### src/rtl/apb_regs_pkg.sv
// APB bus types and the weight register map, imported by the register block and the testbench
package apb_regs_pkg;

    localparam int APB_ADDR_W = 8;
    localparam int APB_DATA_W = 32;

    typedef logic [APB_ADDR_W-1:0] apb_addr_t;
    typedef logic [APB_DATA_W-1:0] apb_data_t;

    // Weight register i sits at WEIGHT_BASE + i * WEIGHT_STRIDE
    localparam apb_addr_t WEIGHT_BASE   = 8'h00;
    localparam apb_addr_t WEIGHT_STRIDE = 8'h04;

    // Phase of the current APB cycle
    typedef enum logic [1:0] {
        APB_IDLE,
        APB_SETUP,
        APB_ACCESS
    } apb_state_t;

endpackage

### src/rtl/arb_pkg.sv
// Arbitration widths and types, imported by the arbiter RTL and the testbench checker
package arb_pkg;

    // Requester count used when the top level is not overridden
    localparam int NUM_REQ = 4;

    // Bits of a programmed weight
    localparam int WEIGHT_W = 4;

    // Bits of an accumulated credit
    localparam int CREDIT_W = 16;

    // Credit added per cycle while a request is held
    typedef logic [WEIGHT_W-1:0] weight_t;

    // Accumulated credit of one requester
    typedef logic [CREDIT_W-1:0] credit_t;

    // Saturation ceiling of the accumulator
    localparam credit_t CREDIT_MAX = '1;

endpackage

### src/rtl/arb_credit_cell.sv
// Credit accumulator of a single requester, one instance per request line in the arbiter top
`timescale 1ns/1ns

module arb_credit_cell (
    input  logic             clk,
    input  logic             rst_n,
    input  logic             req,
    input  arb_pkg::weight_t weight,
    input  logic             granted,
    output arb_pkg::credit_t credit_next
);
    import arb_pkg::*;

    credit_t             credit_q;
    logic [CREDIT_W:0]   sum;
    credit_t             sum_sat;

    // One spare bit catches the carry out of the add
    assign sum = {1'b0, credit_q} + {{(CREDIT_W + 1 - WEIGHT_W){1'b0}}, weight};

    assign sum_sat = sum[CREDIT_W] ? CREDIT_MAX : sum[CREDIT_W-1:0];

    always_comb begin
        if (!req) begin
            credit_next = '0;
        end else if (granted) begin
            // Winner of the last cycle starts over from its weight
            credit_next = credit_t'(weight);
        end else begin
            credit_next = sum_sat;
        end
    end

    always_ff @(posedge clk or negedge rst_n) begin
        if (!rst_n) begin
            credit_q <= '0;
        end else begin
            credit_q <= credit_next;
        end
    end

endmodule

### src/rtl/arb_grant_select.sv
// Grant selector comparing requester credits and registering the one-hot grant of the arbiter
`timescale 1ns/1ns

module arb_grant_select #(
    parameter int NUM_REQ = arb_pkg::NUM_REQ
) (
    input  logic                                 clk,
    input  logic                                 rst_n,
    input  logic [NUM_REQ-1:0]                   req,
    input  logic [NUM_REQ*arb_pkg::CREDIT_W-1:0] credits,
    output logic [NUM_REQ-1:0]                   grant
);
    import arb_pkg::*;

    credit_t              credit_arr [NUM_REQ];
    credit_t              best_credit;
    logic                 found;
    logic [NUM_REQ-1:0]   winner;

    for (genvar i = 0; i < NUM_REQ; i++) begin : g_unpack
        assign credit_arr[i] = credits[i*CREDIT_W +: CREDIT_W];
    end

    // Linear scan over requesting entries
    // Strict compare keeps the lowest index on a tie
    always_comb begin
        best_credit = '0;
        found       = 1'b0;
        winner      = '0;
        for (int i = 0; i < NUM_REQ; i++) begin
            if (req[i] && (!found || (credit_arr[i] > best_credit))) begin
                best_credit = credit_arr[i];
                found       = 1'b1;
                winner      = '0;
                winner[i]   = 1'b1;
            end
        end
    end

    // Winner stays zero when nothing requests
    always_ff @(posedge clk or negedge rst_n) begin
        if (!rst_n) begin
            grant <= '0;
        end else begin
            grant <= winner;
        end
    end

endmodule

### src/rtl/arb_weight_regs.sv
// APB slave storing one weight per requester and driving the weights into the arbiter core
`timescale 1ns/1ns

module arb_weight_regs #(
    parameter int NUM_REQ = arb_pkg::NUM_REQ
) (
    input  logic                                 clk,
    input  logic                                 rst_n,
    input  apb_regs_pkg::apb_addr_t              paddr,
    input  logic                                 psel,
    input  logic                                 penable,
    input  logic                                 pwrite,
    input  apb_regs_pkg::apb_data_t              pwdata,
    output apb_regs_pkg::apb_data_t              prdata,
    output logic                                 pready,
    output logic                                 pslverr,
    output logic [NUM_REQ*arb_pkg::WEIGHT_W-1:0] weights
);
    import arb_pkg::*;
    import apb_regs_pkg::*;

    apb_state_t          phase;
    logic [APB_ADDR_W:0] offset;
    apb_addr_t           reg_idx;
    logic                addr_ok;
    logic                wr_en;
    weight_t             rd_weight;
    weight_t             weights_q [NUM_REQ];

    // No wait states
    assign pready = 1'b1;

    always_comb begin
        if (!psel) begin
            phase = APB_IDLE;
        end else if (!penable) begin
            phase = APB_SETUP;
        end else begin
            phase = APB_ACCESS;
        end
    end

    // Extra top bit flags an address below the register window
    assign offset  = {1'b0, paddr} - {1'b0, WEIGHT_BASE};
    assign reg_idx = offset[APB_ADDR_W-1:0] / WEIGHT_STRIDE;

    assign addr_ok = !offset[APB_ADDR_W]
                  && (paddr[1:0] == 2'b00)
                  && ((offset[APB_ADDR_W-1:0] % WEIGHT_STRIDE) == '0)
                  && (int'(reg_idx) < NUM_REQ);

    assign wr_en = (phase == APB_ACCESS) && pwrite && addr_ok;

    always_comb begin
        rd_weight = '0;
        for (int i = 0; i < NUM_REQ; i++) begin
            if (addr_ok && (reg_idx == apb_addr_t'(i))) begin
                rd_weight = weights_q[i];
            end
        end
    end

    // Read data and error are captured in setup so they are valid throughout access
    always_ff @(posedge clk or negedge rst_n) begin
        if (!rst_n) begin
            prdata  <= '0;
            pslverr <= 1'b0;
        end else begin
            prdata  <= '0;
            pslverr <= 1'b0;
            if (phase == APB_SETUP) begin
                pslverr <= !addr_ok;
                if (!pwrite && addr_ok) begin
                    prdata <= apb_data_t'(rd_weight);
                end
            end
        end
    end

    // Write lands on the edge that closes the access cycle
    always_ff @(posedge clk or negedge rst_n) begin
        if (!rst_n) begin
            for (int i = 0; i < NUM_REQ; i++) begin
                weights_q[i] <= '0;
            end
        end else if (wr_en) begin
            for (int i = 0; i < NUM_REQ; i++) begin
                if (reg_idx == apb_addr_t'(i)) begin
                    weights_q[i] <= pwdata[WEIGHT_W-1:0];
                end
            end
        end
    end

    for (genvar i = 0; i < NUM_REQ; i++) begin : g_flat
        assign weights[i*WEIGHT_W +: WEIGHT_W] = weights_q[i];
    end

endmodule

### src/rtl/weighted_arbiter_top.sv
// Weighted credit arbiter top with APB weight programming, instantiated by the testbench as dut
`timescale 1ns/1ns

module weighted_arbiter_top #(
    parameter int NUM_REQ = arb_pkg::NUM_REQ
) (
    input  logic                    clk,
    input  logic                    rst_n,

    // APB slave port for the weight registers
    input  apb_regs_pkg::apb_addr_t paddr,
    input  logic                    psel,
    input  logic                    penable,
    input  logic                    pwrite,
    input  apb_regs_pkg::apb_data_t pwdata,
    output apb_regs_pkg::apb_data_t prdata,
    output logic                    pready,
    output logic                    pslverr,

    input  logic [NUM_REQ-1:0]      req,
    output logic [NUM_REQ-1:0]      grant
);
    import arb_pkg::*;

    logic [NUM_REQ*WEIGHT_W-1:0] weights;
    logic [NUM_REQ*CREDIT_W-1:0] credits;

    arb_weight_regs #(
        .NUM_REQ (NUM_REQ)
    ) u_regs (
        .clk     (clk),
        .rst_n   (rst_n),
        .paddr   (paddr),
        .psel    (psel),
        .penable (penable),
        .pwrite  (pwrite),
        .pwdata  (pwdata),
        .prdata  (prdata),
        .pready  (pready),
        .pslverr (pslverr),
        .weights (weights)
    );

    // Cell i sees its own slice of weight and credit, plus its grant bit
    for (genvar i = 0; i < NUM_REQ; i++) begin : g_cell
        arb_credit_cell u_cell (
            .clk         (clk),
            .rst_n       (rst_n),
            .req         (req[i]),
            .weight      (weights[i*WEIGHT_W +: WEIGHT_W]),
            .granted     (grant[i]),
            .credit_next (credits[i*CREDIT_W +: CREDIT_W])
        );
    end

    arb_grant_select #(
        .NUM_REQ (NUM_REQ)
    ) u_select (
        .clk     (clk),
        .rst_n   (rst_n),
        .req     (req),
        .credits (credits),
        .grant   (grant)
    );

endmodule

### config.mk
export PLATFORM = sky130hd
export DESIGN_NAME = weighted_arbiter_top
export DESIGN_NICKNAME = d
export VERILOG_FILES = /design/src/rtl/apb_regs_pkg.sv /design/src/rtl/arb_pkg.sv /design/src/rtl/arb_credit_cell.sv /design/src/rtl/arb_grant_select.sv /design/src/rtl/arb_weight_regs.sv /design/src/rtl/weighted_arbiter_top.sv
export SDC_FILE = /design/constraint.sdc
export NUM_CORES = 1
export LEC_CHECK = 0
export BUFFER_PORTS_ARGS = -buffer_cell sky130_fd_sc_hd__buf_2
export CAP_MARGIN = 30
export CORE_ASPECT_RATIO = 0.8
export CORE_UTILIZATION = 45
export CTS_BUF_LIST = sky130_fd_sc_hd__clkbuf_8
export DETAILED_ROUTE_END_ITERATION = 8
export SKIP_LAST_GASP = 1
export SLEW_MARGIN = 15
export SYNTH_ARGS = -nofsm -noshare
export SYNTH_HDL_FRONTEND = slang
export SYNTH_SLANG_ARGS = --single-unit
### constraint.sdc
create_clock -name clk -period 10.6 [get_ports clk]
set_input_delay 0.53 -clock clk [delete_from_list [all_inputs] [get_ports clk]]
set_output_delay 0.53 -clock clk [all_outputs]
set_load 0.05 [all_outputs]
==> results of run 1 <==
## Yosys cell counts, drive strengths merged (4+ instances only)
cell type / number
a211oi: 19
a21o: 12
a21oi: 73
a221oi: 6
a22oi: 15
a31o: 11
a31oi: 10
and2: 8
and3: 14
and4: 7
buf: 38
clkbuf: 13
dfrtp: 89
fa: 4
ha: 62
inv: 40
mux2: 15
mux2i: 7
nand2: 44
nand2b: 6
nand3: 31
nand4: 12
nor2: 45
nor2b: 8
nor3: 19
nor4: 4
o21ai: 31
or2: 4
or3: 7
xnor2: 21
xor2: 17
## power groups by stage
stage / Sequential, mW / Clock (mW) / Combinational, mW
2_1_floorplan: 0.378 / 0 / 0.351
3_3_place_gp: 0.380 / 0 / 0.414
3_5_place_dp: 0.381 / 0 / 0.426
4_1_cts: 0.374 / 0.235 / 0.429
5_1_grt: 0.377 / 0.248 / 0.486
6_report: 0.374 / 0.228 / 0.443
## kinds of logic (layout without fill, tap and decap cells)
| family | Yosys count | count (layout) | synth area share |
|---|---|---|---|
| AO/OA/AOI/OAI | 203 | 203 | 0.206 |
| other | 2 | 29 | 0.00113 |
| flip-flops | 89 | 89 | 0.334 |
| buffers and inverters | 91 | 89 | 0.0736 |
| XOR/XNOR | 38 | 38 | 0.0499 |
| multiplexers | 22 | 22 | 0.0358 |
| adder cells (fa/ha/maj) | 67 | 67 | 0.130 |
| AND/OR/NAND/NOR | 217 | 217 | 0.170 |
## worst max-delay path, delay by kind of cell, from the launching register on
kind | cells | cell delay [ps]
AO/OA/AOI/OAI | 18 | 4970
adder cells (fa/ha/maj) | 5 | 1420
buffers and inverters | 1 | 80
flip-flops | 1 | 410
AND/OR/NAND/NOR | 8 | 2470
## registers in the layout, indices dropped and copies added, names as in the netlist
register,count
g_cell.u_cell.credit_q,64
u_regs.weights,16
u_regs.prdata,4
u_select.grant,4
u_regs.pslverr,1
## how the worst min path moves through the flow
stage / startpoint / to / slack (ps) / depth (start not counted)
3_3_place_gp: rst_n / g_cell[3].u_cell.credit_q[12]$_DFF_PN0_ / 440 / 1
5_1_grt: rst_n / g_cell[3].u_cell.credit_q[12]$_DFF_PN0_ / 20 / 1
3_5_place_dp: rst_n / g_cell[3].u_cell.credit_q[12]$_DFF_PN0_ / 450 / 1
2_1_floorplan: rst_n / g_cell[0].u_cell.credit_q[0]$_DFF_PN0_ / 230 / 0
6_report: rst_n / g_cell[3].u_cell.credit_q[12]$_DFF_PN0_ / 20 / 1
4_1_cts: rst_n / g_cell[3].u_cell.credit_q[12]$_DFF_PN0_ / 10 / 1
## routing by layer
metal | part of all wire | up-vias
li1 | - | 2655
met5 | 0 | -
met2 | 0.45 | 183
met1 | 0.48 | 2660
met3 | 0.056 | 25
met4 | 0.017 | 0
## area by class of cell
cell class | instances | area share
Timing Repair Buffer | 33 | 0.0286
Multi-Input combinational cell | 576 | 0.575
Inverter | 40 | 0.0213
Clock inverter | 7 | 0.00782
Clock buffer | 9 | 0.0176
Sequential cell | 89 | 0.316
Tap cell | 184 | 0.0327
## stage by stage
step / area [sq um] / power (mW)
CTS: 7000 / 1.04
global route: 7040 / 1.11
detailed placement: 6820 / 0.807
finish: 7040 / 1.04
global placement: 6820 / 0.793
floorplan: 6770 / 0.729
==> impl_metrics.toml, run 1 <==
[place]
place_hpwl_um = 13300
gp_congestion = 0.866
port_buffers = 29
place_inst = 920
pre_cts_ws_ps = 1390

[drt]
routed_wl_um = 17000
vias_per_cell = 5.89
drt_drc_violations_left = 16
num_vias = 5523
wl_per_cell_um = 18.1
drt_iter0_markers = 404
final_antenna_net_count = 0
first_pass_iters = 7

[worst_setup_path]
worst_ep_arrival_time_ps = 9760
critPathCapture = "u_select.grant[0]$_DFF_PN0_"
slowest_stage = "a211o_1"
critPathMaxStageDelay_ps = 690
crit_start = "u_regs.weights[0]$_DFFE_PN0P_"
critPathRequiredTime_ps = 10920
r2r_start = "u_regs.weights[0]$_DFFE_PN0P_"
reg2regPathDepth = 32
start_kind = "register"
crit_fanout = 24
cp-end-kind = "register"
r2r_slack_ps = 1170
r2r_end = "u_select.grant[0]$_DFF_PN0_"
path_class = "reg2reg"

[global_route]
grt.total_usage = 0.232
grt_use_met1 = 0.336
grt_use_met2 = 0.348
busiest_layer = "met2"
grt_pass1_wl_um = 27700
grt_max_degree = 69
gr-total-overflow = 0
antenna_found_initial = 0
grt_pass1_vias = 5220
met3_usage = 0.0445

[sta]
fin_setup_tns_ps = 0
min_period_ps = 9430
setup_ws_ps = 1170
finalHoldViolations = 0
worstMarginPinSlew_ps = 817
finalCritPeriodShare = 0.890
rsz0062_at_grt = "false"
max_freq_ghz = 0.106
relSlewSlack = 0.450
hold_ws_ps = 17.6
slew_viol_final = 0
finalClockSkew_ps = 13.1
setup_viol = 0

[clock_tree]
cts_made_buffers = 9
postCtsSetupBuffers = 0
cts_max_path_buffers = 2
hold_buffers = 0
cts_tree = "yes"
clock_latency_ps = 390
clk_pin_slew_ps = 100
ctsResizeCount = 0
root_buffer = "clkbuf_8"
htree_levels = 3
cts.sinks = 89

[power_and_ir_drop]
clkPwrFrac = 0.218
power.switching_mw = 0.458
p_seq_frac = 0.358
power_frac_comb = 0.424
p_int_mw = 0.587
ir_drop_v = 0.0000623
sw_frac_of_total = 0.438
power_leakage_nw = 3.26
power.density_nw_per_um2 = 148

[finish]
nets = 864
multiInputGateArea_sq_um = 4050
fillers = 1348
drive_above_1_share = 0.118
seqCellArea_sq_um = 2230
n_antenna_cell = 0
final_common_cell = "dfrtp_1"
layout_common_cells = "89 x dfrtp_1, 70 x a21oi_1, 62 x ha_1"
fin_cells = 938
syn_to_final_growth_pct = 5.57
final_util = 0.489

[die]
die_y_um = 111
die-area_sq_um = 15300
dieWidth_um = 138
start_util = 0.463
rows = 39
core_sq_um = 14400
io_pins = 87

[synth]
synth-edff-count = 0
yosysTopAreaCell = "dfrtp_1"
syn_avg_cell_area_sq_um = 9.14
yosys_warnings = 0
synthArstFlopShare = 1.00
yosys.cell_types.count = 64
synth_seq_area_share = 0.334
synth_area_sq_um = 6670
ys.flop_type = "dfrtp_1"
synth_top_cell_area_share = 0.334
synth_area_leaders = "dfrtp_1 33%, ha_1 12%, a21oi_1 5.3%, buf_4 3.7%, xnor2_1 2.8%"
ys_ff_latch = 89
synth_cells = 729

[run]
drv_cap = 0

[min_path]
hold_path.class = "in2async"

[outcome]
violations = "DRC"
outcome = "finished, violations left"
Power figures use the tool's default switching activity.
==> run 2, diff against run 1 <==
- RECOVER_POWER: not set -> 100
==> run 2 against run 1 <==
Effect of this change: the flow finishes with violations (DRC, capacitance limit, slew limit); global-route usage stayed put; maximum frequency down 1.7%; worst hold slack better by 370 ps; sequential share of layout area rose by 0.39 points; critical endpoint unchanged.
==> impl_metrics.toml, run 2 (synthesis gave the netlist of run 1 again) <==
[power_and_ir_drop]
p_int_mw = 0.583
p_seq_frac = 0.360
power.density_nw_per_um2 = 150
sw_frac_of_total = 0.439
power.switching_mw = 0.457
ir_drop_v = 0.0000624
power_leakage_nw = 3.16
clkPwrFrac = 0.218
power_mw = 1.04
power_frac_comb = 0.423

[worst_setup_path]
worst_ep_arrival_time_ps = 9880
critPathMaxStageDelay_ps = 720
critPathRequiredTime_ps = 10880
slowest_stage = "a211o_1"
crit_fanout = 24
path_class = "reg2reg"
cp-end-kind = "register"
critPathMostFrequentCell = "ha_1"
start_kind = "register"
reg2regPathDepth = 34

[outcome]
outcome = "finished, violations left"
violations = "DRC, capacitance limit, slew limit"

[global_route]
grt_max_degree = 69
grt_pass1_vias = 5220
antenna_found_initial = 0
grt.total_usage = 0.232
gr-total-overflow = 0
grt_pass1_wl_um = 27700

[clock_tree]
postCtsSetupBuffers = 0
root_buffer = "clkbuf_8"
hold_buffers = 0
ctsResizeCount = 0
cts.sinks = 89
cts_made_buffers = 9
clock_latency_ps = 390
clk_pin_slew_ps = 100
cts_tree = "yes"
cts_max_path_buffers = 2
htree_levels = 3

[finish]
n_antenna_cell = 0
final_common_cell = "dfrtp_1"
syn_to_final_growth_pct = 4.28
largest_reg_flops = 64
layout_common_cells = "89 x dfrtp_1, 70 x a21oi_1, 62 x ha_1"
fillers = 1370
fin_cells = 938
drive_above_1_share = 0.0955
nets = 864
top_register = "g_cell.u_cell.credit_q"

[sta]
rsz0062_at_grt = "false"
slew_viol_final = 69
finalHoldViolations = 0
worstMarginPinSlew_ps = 3320
fin_setup_tns_ps = 0
hold_ws_ps = 391
finalCritPeriodShare = 0.906
max_freq_ghz = 0.104
finalClockSkew_ps = 13.5
setup_ws_ps = 997
relSlewSlack = -1.21
min_period_ps = 9600
setup_viol = 0

[drt]
drt_iter0_markers = 400
route.met2.wl_um = 7540
drt_drc_violations_left = 16
first_pass_iters = 8
final_antenna_net_count = 0
wl_per_cell_um = 18.2
vias_per_cell = 5.91
routed.top_layer = "met4"
wl_met3_um = 887
routed_wl_um = 17000
num_vias = 5539
met1_length_um = 8290

[die]
io_pins = 87
start_util = 0.463
dieWidth_um = 138
die-area_sq_um = 15300
core_sq_um = 14400
rows = 39
die_y_um = 111

[run]
drv_cap = 2

[min_path]
hold_path.class = "in2async"

[place]
place_inst = 920
pre_cts_ws_ps = 1390
place_hpwl_um = 13300
port_buffers = 29
gp_congestion = 0.866
run 2: changes by cell type in the layout (fill, tap and decap cells not counted):
cell / change
and2_1: -3
o41ai_4: -1
and2_0: +3
buf_4: -3
clkbuf_1: +13
buf_16: -1
inv_1: +1
a311oi_2: -1
o41ai_1: +1
buf_2: -9
inv_2: -1
a31oi_4: -1
a311oi_1: +1
a31oi_1: +1
run 2: final cells by class:
class / count / area (sq um) / share of cell area
Multi-Input combinational cell: 576 / 4010 / 0.577
Sequential cell: 89 / 2230 / 0.320
Tap cell: 184 / 230 / 0.0331
Timing Repair Buffer: 33 / 155 / 0.0223
Inverter: 40 / 150 / 0.0216
Clock buffer: 9 / 124 / 0.0178
Clock inverter: 7 / 55.1 / 0.00792
run 2: final timing paths:
| check | end | from | slack [ps] |
|---|---|---|---|
| worst max-delay path | u_select.grant[0]$_DFF_PN0_ | u_regs.weights[0]$_DFFE_PN0P_ | 1000 |
| worst min-delay path | g_cell[3].u_cell.credit_q[15]$_DFF_PN0_ | rst_n | 390 |
| worst max register to register | u_select.grant[0]$_DFF_PN0_ | u_regs.weights[0]$_DFFE_PN0P_ | 1000 |
| worst min register to register | u_regs.weights[12]$_DFFE_PN0P_ | u_regs.weights[12]$_DFFE_PN0P_ | 580 |
| max in group asynchronous | g_cell[0].u_cell.credit_q[8]$_DFF_PN0_ | rst_n | 6110 |
| min in group clk | u_regs.prdata[1]$_DFF_PN0_ | paddr[2] | 400 |
run 2: worst max-delay path: cells and delay by family, from the launching register on:
family | cells | cell delay [ps]
compound gates | 18 | 4860
fa+ha+maj | 5 | 1460
buf+inv | 1 | 80
flops | 1 | 410
simple gates | 10 | 2670
run 2: stage by stage:
stage	instance area (sq um)	utilization
finish	6950	0.483
global route	6950	0.483
CTS	7000	0.486
detailed placement	6820	0.474
global placement	6820	0.474
floorplan	6770	-
run 2: power by group through the flow:
stage                     Combinational [mW]  Clock, mW  Sequential [mW]
after floorplan                        0.351          0            0.378
after global placement                 0.414          0            0.380
after detailed placement               0.426          0            0.381
after CTS                              0.429      0.235            0.374
after global routing                   0.481      0.248            0.377
final                                  0.440      0.227            0.374
run 2: metal layers:
metal / vias to the layer above / global-route usage
li1: 2656 / -
met2: 189 / 0.348
met5: - / 0
met3: 29 / 0.0445
met1: 2665 / 0.336
met4: 0 / 0.0719
